===== src/common/rle_stream_settings.svh =====
// Width, depth and run length settings for the run-length compression subsystem
`ifndef RLE_STREAM_SETTINGS_SVH
`define RLE_STREAM_SETTINGS_SVH

// Data byte and run field widths
`define RLE_BYTE_W 8
`define RLE_RUN_W 8

// Longest run carried by a single output pair
`define RLE_RUN_MAX 8

// FIFO array depths without the extra output tap word
`define RLE_IN_DEPTH 4
`define RLE_OUT_DEPTH 4

`endif


===== src/common/rle_stream_pkg.sv =====
// Encoder state enum and input and output FIFO word layouts
`include "rle_stream_settings.svh"

package rle_stream_pkg;

    // Encoder FSM states
    typedef enum logic [1:0] {
        ENC_IDLE,
        ENC_RUN,
        ENC_EMIT
    } enc_state_t;

    // One input FIFO word holding a byte and its end of stream marker
    typedef struct packed {
        logic                   last;
        logic [`RLE_BYTE_W-1:0] data;
    } in_word_t;

    // One output FIFO word holding a run length and byte pair
    typedef struct packed {
        logic                   last;
        logic [`RLE_RUN_W-1:0]  run;
        logic [`RLE_BYTE_W-1:0] data;
    } out_word_t;

endpackage


===== src/fifo/common_fifo.sv =====
// First-word-fall-through FIFO with circular array, occupancy count and output tap
`timescale 1ns/10ps

module common_fifo #(
    parameter int DEPTH = 4,
    parameter int DSIZE = 8
) (
    input  logic                               clock,
    input  logic                               rst_n,
    input  logic [DSIZE-1:0]                   wdata,
    input  logic                               wr_en,
    input  logic                               rd_en,
    output logic [DSIZE-1:0]                   rdata,
    output logic [$clog2(DEPTH+1)-1:0]         count,
    output logic                               empty,
    output logic                               full
);

    localparam int PSIZE = (DEPTH > 1) ? $clog2(DEPTH) : 1;
    localparam int CSIZE = $clog2(DEPTH + 1);

    logic [DSIZE-1:0] data_array [DEPTH];
    logic [PSIZE-1:0] wpoint;
    logic [PSIZE-1:0] rpoint;
    logic [CSIZE-1:0] count_next;
    logic             data_array_empty;
    logic             tap_vld;
    logic             tap_req;
    logic             tap_load;
    logic             wr_acc;
    logic             rd_acc;

    // Writes are dropped while the array is full
    assign wr_acc = wr_en && !full;

    // Pops only count while the tap holds a word
    assign rd_acc = rd_en && tap_vld;

    // Tap asks for a word when idle or being popped
    assign tap_req  = !tap_vld || rd_acc;
    assign tap_load = tap_req && !data_array_empty;

    // Write pointer
    always_ff @(posedge clock or negedge rst_n) begin
        if (!rst_n) begin
            wpoint <= '0;
        end else if (wr_acc) begin
            if (wpoint == PSIZE'(DEPTH - 1)) begin
                wpoint <= '0;
            end else begin
                wpoint <= wpoint + 1'b1;
            end
        end
    end

    // Read pointer moves when the tap takes a word from the array
    always_ff @(posedge clock or negedge rst_n) begin
        if (!rst_n) begin
            rpoint <= '0;
        end else if (tap_load) begin
            if (rpoint == PSIZE'(DEPTH - 1)) begin
                rpoint <= '0;
            end else begin
                rpoint <= rpoint + 1'b1;
            end
        end
    end

    // Words held in the array without the tap word
    always_comb begin
        case ({wr_acc, tap_load})
            2'b10:   count_next = count + 1'b1;
            2'b01:   count_next = count - 1'b1;
            default: count_next = count;
        endcase
    end

    always_ff @(posedge clock or negedge rst_n) begin
        if (!rst_n) begin
            count <= '0;
        end else begin
            count <= count_next;
        end
    end

    // Registered array flags derived from the next occupancy
    always_ff @(posedge clock or negedge rst_n) begin
        if (!rst_n) begin
            full             <= 1'b0;
            data_array_empty <= 1'b1;
        end else begin
            full             <= (count_next == CSIZE'(DEPTH));
            data_array_empty <= (count_next == '0);
        end
    end

    // Storage
    always_ff @(posedge clock) begin
        if (wr_acc) begin
            data_array[wpoint] <= wdata;
        end
    end

    // Output tap register refilled on the same edge as a pop
    always_ff @(posedge clock) begin
        if (tap_load) begin
            rdata <= data_array[rpoint];
        end
    end

    always_ff @(posedge clock or negedge rst_n) begin
        if (!rst_n) begin
            tap_vld <= 1'b0;
        end else if (tap_load) begin
            tap_vld <= 1'b1;
        end else if (rd_acc) begin
            // Popped with nothing behind it
            tap_vld <= 1'b0;
        end
    end

    // Head word is visible whenever the tap is loaded
    assign empty = !tap_vld;

endmodule


===== src/logic/run_length_encoder.sv =====
// Run-length encoder FSM between the input byte FIFO and the output pair FIFO
`timescale 1ns/10ps
`include "rle_stream_settings.svh"

module run_length_encoder (
    input  logic                     clock,
    input  logic                     rst_n,
    input  rle_stream_pkg::in_word_t in_head,
    input  logic                     in_empty,
    input  logic                     out_full,
    output logic                     in_pop,
    output logic                     out_push,
    output rle_stream_pkg::out_word_t out_word
);

    import rle_stream_pkg::*;

    enc_state_t             state;
    enc_state_t             next_state;
    logic [`RLE_BYTE_W-1:0] cur_byte;
    logic [`RLE_RUN_W-1:0]  run_cnt;
    logic                   pend_last;
    logic                   run_full;
    logic                   same_byte;
    logic                   run_close;

    assign run_full  = (run_cnt >= `RLE_RUN_W'(`RLE_RUN_MAX));
    assign same_byte = (in_head.data == cur_byte);

    // Run ends on a last byte, a full run, or a different byte at the head
    assign run_close = pend_last || run_full || (!in_empty && !same_byte);

    // Pop and push decisions
    always_comb begin
        in_pop     = 1'b0;
        out_push   = 1'b0;
        next_state = state;
        case (state)
            ENC_IDLE: begin
                in_pop = !in_empty;
                if (!in_empty) begin
                    next_state = ENC_RUN;
                end
            end
            ENC_RUN: begin
                // Extend the run, otherwise wait for input or close it
                in_pop = !in_empty && same_byte && !pend_last && !run_full;
                if (run_close) begin
                    next_state = ENC_EMIT;
                end
            end
            ENC_EMIT: begin
                out_push = !out_full;
                if (!out_full) begin
                    next_state = ENC_IDLE;
                end
            end
            default: begin
                next_state = ENC_IDLE;
            end
        endcase
    end

    always_ff @(posedge clock or negedge rst_n) begin
        if (!rst_n) begin
            state <= ENC_IDLE;
        end else begin
            state <= next_state;
        end
    end

    // Run contents loaded fresh at the start of every run
    always_ff @(posedge clock) begin
        if (in_pop) begin
            pend_last <= in_head.last;
            if (state == ENC_IDLE) begin
                cur_byte <= in_head.data;
                run_cnt  <= `RLE_RUN_W'(1);
            end else begin
                run_cnt <= run_cnt + 1'b1;
            end
        end
    end

    // Pair presented straight from the run registers
    assign out_word.last = pend_last;
    assign out_word.run  = run_cnt;
    assign out_word.data = cur_byte;

endmodule


===== src/logic/rle_stream_top.sv =====
// Top level with input FIFO, run-length encoder and output FIFO
`timescale 1ns/10ps
`include "rle_stream_settings.svh"

module rle_stream_top (
    input  logic                   clock,
    input  logic                   rst_n,
    input  logic                   in_valid,
    input  logic [`RLE_BYTE_W-1:0] in_data,
    input  logic                   in_last,
    input  logic                   out_rd,
    output logic                   in_full,
    output logic [`RLE_RUN_W-1:0]  out_run,
    output logic [`RLE_BYTE_W-1:0] out_byte,
    output logic                   out_last,
    output logic                   out_empty
);

    import rle_stream_pkg::*;

    in_word_t  in_wr_word;
    in_word_t  in_head;
    out_word_t out_word;
    out_word_t out_head;
    logic      in_empty;
    logic      in_pop;
    logic      out_push;
    logic      out_full;

    assign in_wr_word.last = in_last;
    assign in_wr_word.data = in_data;

    common_fifo #(
        .DEPTH (`RLE_IN_DEPTH),
        .DSIZE ($bits(in_word_t))
    ) u_in_fifo (
        .clock (clock),
        .rst_n (rst_n),
        .wdata (in_wr_word),
        .wr_en (in_valid),
        .rd_en (in_pop),
        .rdata (in_head),
        .count (),
        .empty (in_empty),
        .full  (in_full)
    );

    run_length_encoder u_encoder (
        .clock    (clock),
        .rst_n    (rst_n),
        .in_head  (in_head),
        .in_empty (in_empty),
        .out_full (out_full),
        .in_pop   (in_pop),
        .out_push (out_push),
        .out_word (out_word)
    );

    common_fifo #(
        .DEPTH (`RLE_OUT_DEPTH),
        .DSIZE ($bits(out_word_t))
    ) u_out_fifo (
        .clock (clock),
        .rst_n (rst_n),
        .wdata (out_word),
        .wr_en (out_push),
        .rd_en (out_rd),
        .rdata (out_head),
        .count (),
        .empty (out_empty),
        .full  (out_full)
    );

    // Split the head pair into its fields
    assign out_run  = out_head.run;
    assign out_byte = out_head.data;
    assign out_last = out_head.last;

endmodule


===== config.mk =====
export PLATFORM = sky130hd
export DESIGN_NAME = rle_stream_top
export DESIGN_NICKNAME = d
export VERILOG_FILES = /design/src/common/rle_stream_pkg.sv /design/src/fifo/common_fifo.sv /design/src/logic/run_length_encoder.sv /design/src/logic/rle_stream_top.sv
export VERILOG_INCLUDE_DIRS = /design/src /design/src/common
export SDC_FILE = /design/constraint.sdc
export NUM_CORES = 1
export LEC_CHECK = 0
export ABC_AREA = 1
export BUFFER_PORTS_ARGS = -buffer_cell sky130_fd_sc_hd__buf_2
export CORE_ASPECT_RATIO = 1.75
export CORE_MARGIN = 1
export CORE_UTILIZATION = 61
export CTS_CLUSTER_SIZE = 20
export DETAILED_ROUTE_END_ITERATION = 12
export MAX_ROUTING_LAYER = met4
export PLACE_DENSITY = 0.79
export SLEW_MARGIN = 20
export SYNTH_ARGS = -nofsm -noshare
export SYNTH_HDL_FRONTEND = slang
export SYNTH_HIERARCHICAL = 1
export SYNTH_SLANG_ARGS = --single-unit

===== constraint.sdc =====
create_clock -name clock -period 3.5 [get_ports clock]
set_input_delay 0.175 -clock clock [delete_from_list [all_inputs] [get_ports clock]]
set_output_delay 0.175 -clock clock [all_outputs]
set_load 0.01 [all_outputs]

==> results_dict.tcl, run 1 <==
set metrics [dict create \
    max_freq_mhz 380 \
    status "finished clean" \
    cts_tree "done" \
    crit_type "reg -> reg" \
    r2r_start "u_encoder/run_cnt[4]" \
    timing.final.crit_share 0.751 \
    skew_ns 0.0103 \
    grt_max_degree 36 \
    io_buffers 31 \
    critPathRequiredTime_ns 3.84 \
    routed_wl_mm 11.8 \
    start_util 0.631 \
    synth_area_per_cell_sq_um 13.0 \
    crit_buf_inv 3 \
    critPathSlowestCell "fa_1" \
    grt_setup_unrepaired "false" \
    wl_per_cell_microns 16.2 \
    vias_per_cell 5.58 \
    dieArea_sq_mm 0.0116 \
    antenna_found_initial 0 \
    clk_path_buf_depth 2 \
    cp_max_fo 7 \
    cts_buffers 17 \
    ff_latch_area_sq_mm 0.00497 \
    synthCells 526 \
    fin_nets 613 \
    drtIter0Drc 228 \
    fillers 682 \
    maxSlewViolCount 0 \
    ant_nets 0 \
    tns_ns 0 \
    critPathTopFamily "adder cells" \
    crit_path_end_kind "flip-flop" \
    die_x_microns 82.0 \
    synth_cell_types 30 \
    drt_first_pass_iters 6 \
    dieHeight_microns 142 \
    core-area_sq_mm 0.0108 \
    worst_pin_slew_ns 0.889 \
    grt_pass1_vias 4167 \
    setup_viol 0 \
    cp.arrival_ns 2.97 \
    vias 4057 \
    hpwlAfterDp_mm 7.60 \
    slowest_delay_ns 0.51 \
    cp_cell_sequence "inv_1 > nand2_1 > nor2_1 > nand2_1 > inv_1 > nand2_1 > o21ai_2 > nor2_1 > nor2_2 > ha_1 > inv_1 > fa_1 > nand2_1 > o21ai_1 > nand3_1 > a21oi_1" \
    grt_pass1_wl_mm 18.8 \
    rows 50 \
    finalWorstSetupSlack_ns 0.872 \
    yosysWarnings 6 \
    clk_latency_ns 0.42 \
    synth_seq_area_share 0.727 \
    dp_cells 684 \
    io_pins 32 \
    syn_nets 555 \
    drc 0 \
    cellPowerDensity_mw_per_mm2 936 \
    regToRegEndpoint "u_in_fifo/full" \
    final_layout_size_suffix_gt1_frac 0.171 \
    gp_congestion 0.840 \
    fin_cells 727 \
    hold_depth 5 \
    power_uw 7290 \
    fin_area_sq_mm 0.00778 \
    multiInputGateArea_sq_mm 0.00150 \
    min_from "in_valid" \
    clock-sinks 169 \
    hold_class "in -> reg" \
    relSlewSlack 0.405 \
    period_minus_slack_ns 2.63 \
    path_common_cell "nand2_1" \
    grt_util_all_layers 0.231 \
    hold_end "u_in_fifo/wpoint[1]" \
    cts_max_level 4 \
    p_leak_uw 0.00303 \
    final-hold-violation-count 0 \
    place_area_sq_mm 0.00709 \
    ys_ff_latch 169 \
    antennaDiodeCount 0 \
    grt_remaining_overflow 0 \
    cap_violations 0 \
    syn_to_final_growth_pct 13.9 \
    clk_pin_slew_ns 0.06 \
    root_buffer "clkbuf_16" \
    synth_area_sq_mm 0.00683 \
    start_kind "flip-flop" \
    ir_drop_mv 0.579 \
    rr_worst_depth 16 \
    r2r_setup_slack_ns 0.87 \
    place_ws_ns 0.918 \
]
per-layer routing:
layer / GRT usage / up-vias / wire length, microns
li1: - / 1945 / -
met4: 0.119 / 0 / 261
met5: - / - / 0
met2: 0.416 / 116 / 6920
met1: 0.217 / 1974 / 4150
met3: 0.0564 / 22 / 428
logic make-up (layout without fill, tap and decap cells):
group | Yosys count | in the layout | share of synthesized area
adder cells (fa/ha/maj) | 16 | 16 | 0.0315
AND/OR/NAND/NOR | 161 | 161 | 0.0953
buffers and inverters | 75 | 146 | 0.0539
flip-flops | 169 | 169 | 0.727
XOR/XNOR | 3 | 3 | 0.00385
AO/OA/AOI/OAI | 102 | 102 | 0.0883
final cells by class:
cell class	count	share of cell area
timing repair buffer	52	0.0437
tap	130	0.0209
clock inverter	15	0.0198
inverter	62	0.0302
sequential	169	0.638
clock buffer	17	0.0547
multi-input combinational	282	0.192
layout by cell type (no fill, tap or decap), types with 2 or more instances in the layout:
cell type      count
clkinvlp_4         2
o21ai_2           12
clkinv_4           2
inv_2              5
dfrtp_1           20
o22ai_1           24
inv_6              6
nor2_2             4
inv_1             56
buf_2             31
nand2_1           59
o21ai_0           43
edfxtp_1         147
o22ai_2            2
buf_4             10
fa_1               2
nor3_1             2
clkbuf_16         17
dlygate4sd3_1     11
nand4_1            3
dfstp_2            2
xnor2_1            3
inv_8              3
a21oi_1            6
ha_1              14
nor2_1            80
nand3_1            9
o21ai_1           14
state kept, by name (all words and copies together) (netlist names), 3 cells and up:
| name | flops |
|---|---|
| u_encoder/cur_byte | 8 |
| u_encoder/run_cnt | 8 |
| u_in_fifo/count | 3 |
| u_in_fifo/data_array | 36 |
| u_in_fifo/rdata | 9 |
| u_out_fifo/count | 3 |
| u_out_fifo/data_array | 68 |
| u_out_fifo/rdata | 17 |
worst max-delay path by stage:
stage / start / to / slack (ns) / depth (start not counted)
after global routing: u_encoder/state[0] / u_in_fifo/full / 0.64 / 15
after CTS: u_encoder/run_cnt[4] / u_in_fifo/full / 0.88 / 16
final: u_encoder/run_cnt[4] / u_in_fifo/full / 0.87 / 16
after detailed placement: u_encoder/run_cnt[4] / u_in_fifo/full / 0.92 / 16
after floorplan: u_encoder/state[0] / u_in_fifo/full / 0.39 / 14
after global placement: u_encoder/state[0] / u_in_fifo/full / 1.02 / 15
repair_timing:
| action | CTS | global route |
|---|---|---|
| hold buffers | 11 | 0 |
| gates resized for setup | 0 | 0 |
| buffers inserted | 0 | 0 |
| hold endpoints to repair | 57 | 0 |
worst reg2reg max path, delay by kind of cell, from the launching register on:
kind                       cells  cell delay [ns]
DFF                            1             0.49
buffers and inverters          3             0.32
and+or+nand+nor                8             0.65
AOI/OAI and AO/OA              3             0.39
adders and majority gates      2             0.70
per-stage QoR:
step	hold WS (ns)	utilization
floorplan	-0.121	-
global placement	0.170	0.655
detailed placement	0.188	0.655
CTS	0.123	0.719
global route	0.161	0.719
finish	0.133	0.719
power breakdown:
group          switching [uW]  total [uW]  internal [uW]
logic                    1330        2020            688
clock network             792        1800           1010
registers                 414        3470           3060
synthesized netlist by cell type (all sizes together):
cell type  instances  area (sq um)
buf               13           133
xnor2              3          26.3
ha                14           175
nand4              3          18.8
nor4               1          6.26
a21oi              6          30.0
nor3               3          20.0
dfstp              2          52.6
nand2             60           228
o22ai             26           175
nand3             10          55.1
dfrtp             20           500
fa                 2          40.0
a21boi             1          7.51
nor2              84           323
edfxtp           147          4410
o21ai             69           390
inv               62           235
Note: power is estimated with default switching activity, not from simulation.
==> run 2, diff against run 1 <==
==> constraint.sdc (replaced) <==
create_clock -name clock -period 2.75 [get_ports clock]
set_input_delay 0.1375 -clock clock [delete_from_list [all_inputs] [get_ports clock]]
set_output_delay 0.1375 -clock clock [all_outputs]
set_load 0.01 [all_outputs]
==> run 2 against run 1 <==
Worst setup slack worse by 0.65 ns. Count of clock-buffer cells in the layout up 1. Register-to-register slack worse by 0.65 ns. Global-route usage up 0.53 points. Clock skew down 0.0033 ns. Fmax up 3.9%. Sequential share of layout area down 0.92 points. Critical path depth unchanged. Utilization up 1.1 points. Cell count up 1.5%. Non-clock buffer count up 11.
==> results_dict.tcl, run 2 (synthesis gave the netlist of run 1 again) <==
set metrics [dict create \
    status "finished clean" \
    p_leak_uw 0.00308 \
    clock-sinks 169 \
    grt_max_degree 36 \
    routed_wl_mm 12.1 \
    antennaDiodeCount 0 \
    grt_util_all_layers 0.237 \
    fin_area_sq_mm 0.00790 \
    final_common_cell "edfxtp_1" \
    wl_per_cell_microns 16.5 \
    max_freq_mhz 395 \
    setup_viol 0 \
    path_common_cell "nand2_1" \
    cellPowerDensity_mw_per_mm2 1200 \
    dp_cells 688 \
    clk_pin_slew_ns 0.06 \
    path_depth 16 \
    tns_ns 0 \
    skew_ns 0.00702 \
    crit_buf_inv 3 \
    final-hold-violation-count 0 \
    vias 4195 \
    critPathTopFamily "adder cells" \
    critPathSlowestCell "fa_2" \
    period_minus_slack_ns 2.53 \
    io_buffers 31 \
    dieHeight_microns 142 \
    reg_top3 "u_out_fifo/data_array: 68 flops, u_in_fifo/data_array: 36 flops, u_out_fifo/rdata: 17 flops" \
    clk_path_buf_depth 2 \
    cap_violations 0 \
    grt_setup_unrepaired "false" \
    crit_type "reg -> reg" \
    drt_first_pass_iters 5 \
    layout_common_cells "edfxtp_1, nor2_1, nand2_1, inv_1, o21ai_0" \
    final_layout_size_suffix_gt1_frac 0.196 \
    largest_reg_flops 68 \
    drc 0 \
    rr_worst_depth 16 \
    relSlewSlack 0.401 \
    place_area_sq_mm 0.00714 \
    grt_pass1_wl_mm 19.0 \
    cp.arrival_ns 2.87 \
    fin_nets 624 \
    io_pins 32 \
    cts_max_level 4 \
    top_register "u_out_fifo/data_array" \
    finalCoreUtilization 0.730 \
    cp_max_fo 5 \
    slowest_delay_ns 0.54 \
    hold_depth 5 \
    syn_to_final_growth_pct 15.6 \
    rows 50 \
    power_uw 9500 \
    ir_drop_mv 0.736 \
    hold_class "in -> reg" \
    ant_nets 0 \
    timing.final.crit_share 0.919 \
    hpwlAfterDp_mm 7.72 \
    clk_latency_ns 0.42 \
    crit_path_end_kind "flip-flop" \
    start_util 0.631 \
    drtIter0Drc 200 \
    vias_per_cell 5.68 \
    maxSlewViolCount 0 \
    antenna_found_initial 0 \
    die_x_microns 82.0 \
    cp_cell_sequence "inv_2 > nand2_1 > nor2_1 > nand2_1 > inv_1 > nand2_1 > o21ai_4 > nor2_1 > nor2_4 > ha_1 > inv_1 > fa_2 > nand2_1 > o21ai_2 > nand3_2 > a21oi_2" \
    core-area_sq_mm 0.0108 \
    fin_cells 738 \
    gp_congestion 0.786 \
    worst_pin_slew_ns 0.895 \
    cts_buffers 17 \
    grt_pass1_vias 4139 \
    grt_remaining_overflow 0 \
    cts_tree "done" \
    critPathRequiredTime_ns 3.09 \
    start_kind "flip-flop" \
    root_buffer "clkbuf_16" \
    dieArea_sq_mm 0.0116 \
]
-- run 2: cell count changes in the layout (fill, tap and decap cells not counted), moves of 2 or more --
cell      delta
buf_4       +11
inv_1        -3
inv_2        +3
inv_6        -3
inv_8        -3
clkinv_2     +2
nor2_4       +2
-- run 2: routing by layer --
metal,vias up,track usage,part of all wire
met4,0,0.148,0.042
met1,2051,0.217,0.35
met5,-,-,0
met3,45,0.0551,0.036
li1,1968,-,-
met2,131,0.420,0.57
-- run 2: power breakdown --
group / switching [uW] / internal (uW)
clock: 933 / 1340
sequential: 499 / 3890
combinational: 1840 / 1000
-- run 2: what timing repair did --
item,in CTS,in global routing
gates resized for setup,0,7
hold buffers,11,0
setup buffers,0,7
setup endpoints to repair,0,2
endpoints found under the hold margin,57,0
-- run 2: metrics by stage --
stage / hold slack (ns) / setup WS (ns)
after global routing: 0.123 / 0.0241
final: 0.0865 / 0.221
after detailed placement: 0.134 / 0.213
after floorplan: -0.158 / 0.0130
after CTS: 0.0772 / 0.126
after global placement: 0.129 / 0.305
-- run 2: path summary, 6_finish.rpt --
path	from	end	slack [ns]
hold / removal	in_valid	u_in_fifo/wpoint[1]	0.09
setup reg to reg	u_encoder/run_cnt[6]	u_in_fifo/full	0.22
min in group asynchronous	rst_n	u_out_fifo/rpoint[1]	0.21
setup / recovery	u_encoder/run_cnt[6]	u_in_fifo/full	0.22
hold reg to reg	u_in_fifo/rdata[8]	u_encoder/pend_last	0.44
max in group asynchronous	rst_n	u_in_fifo/data_array_empty	2.17
-- run 2: area by class of cell --
type	instances	area, sq um
Clock buffer	18	429
Clock inverter	14	146
Fill cell	673	2930
Inverter	62	235
Multi-Input combinational cell	282	1530
Sequential cell	169	4970
Tap cell	130	163
Timing Repair Buffer	63	423
-- run 2: worst min-delay path: cells and delay by family --
kind                   cells  cell delay [ns]
AOI/OAI and AO/OA          1             0.06
buffers and inverters      2             0.13
and+or+nand+nor            2             0.13
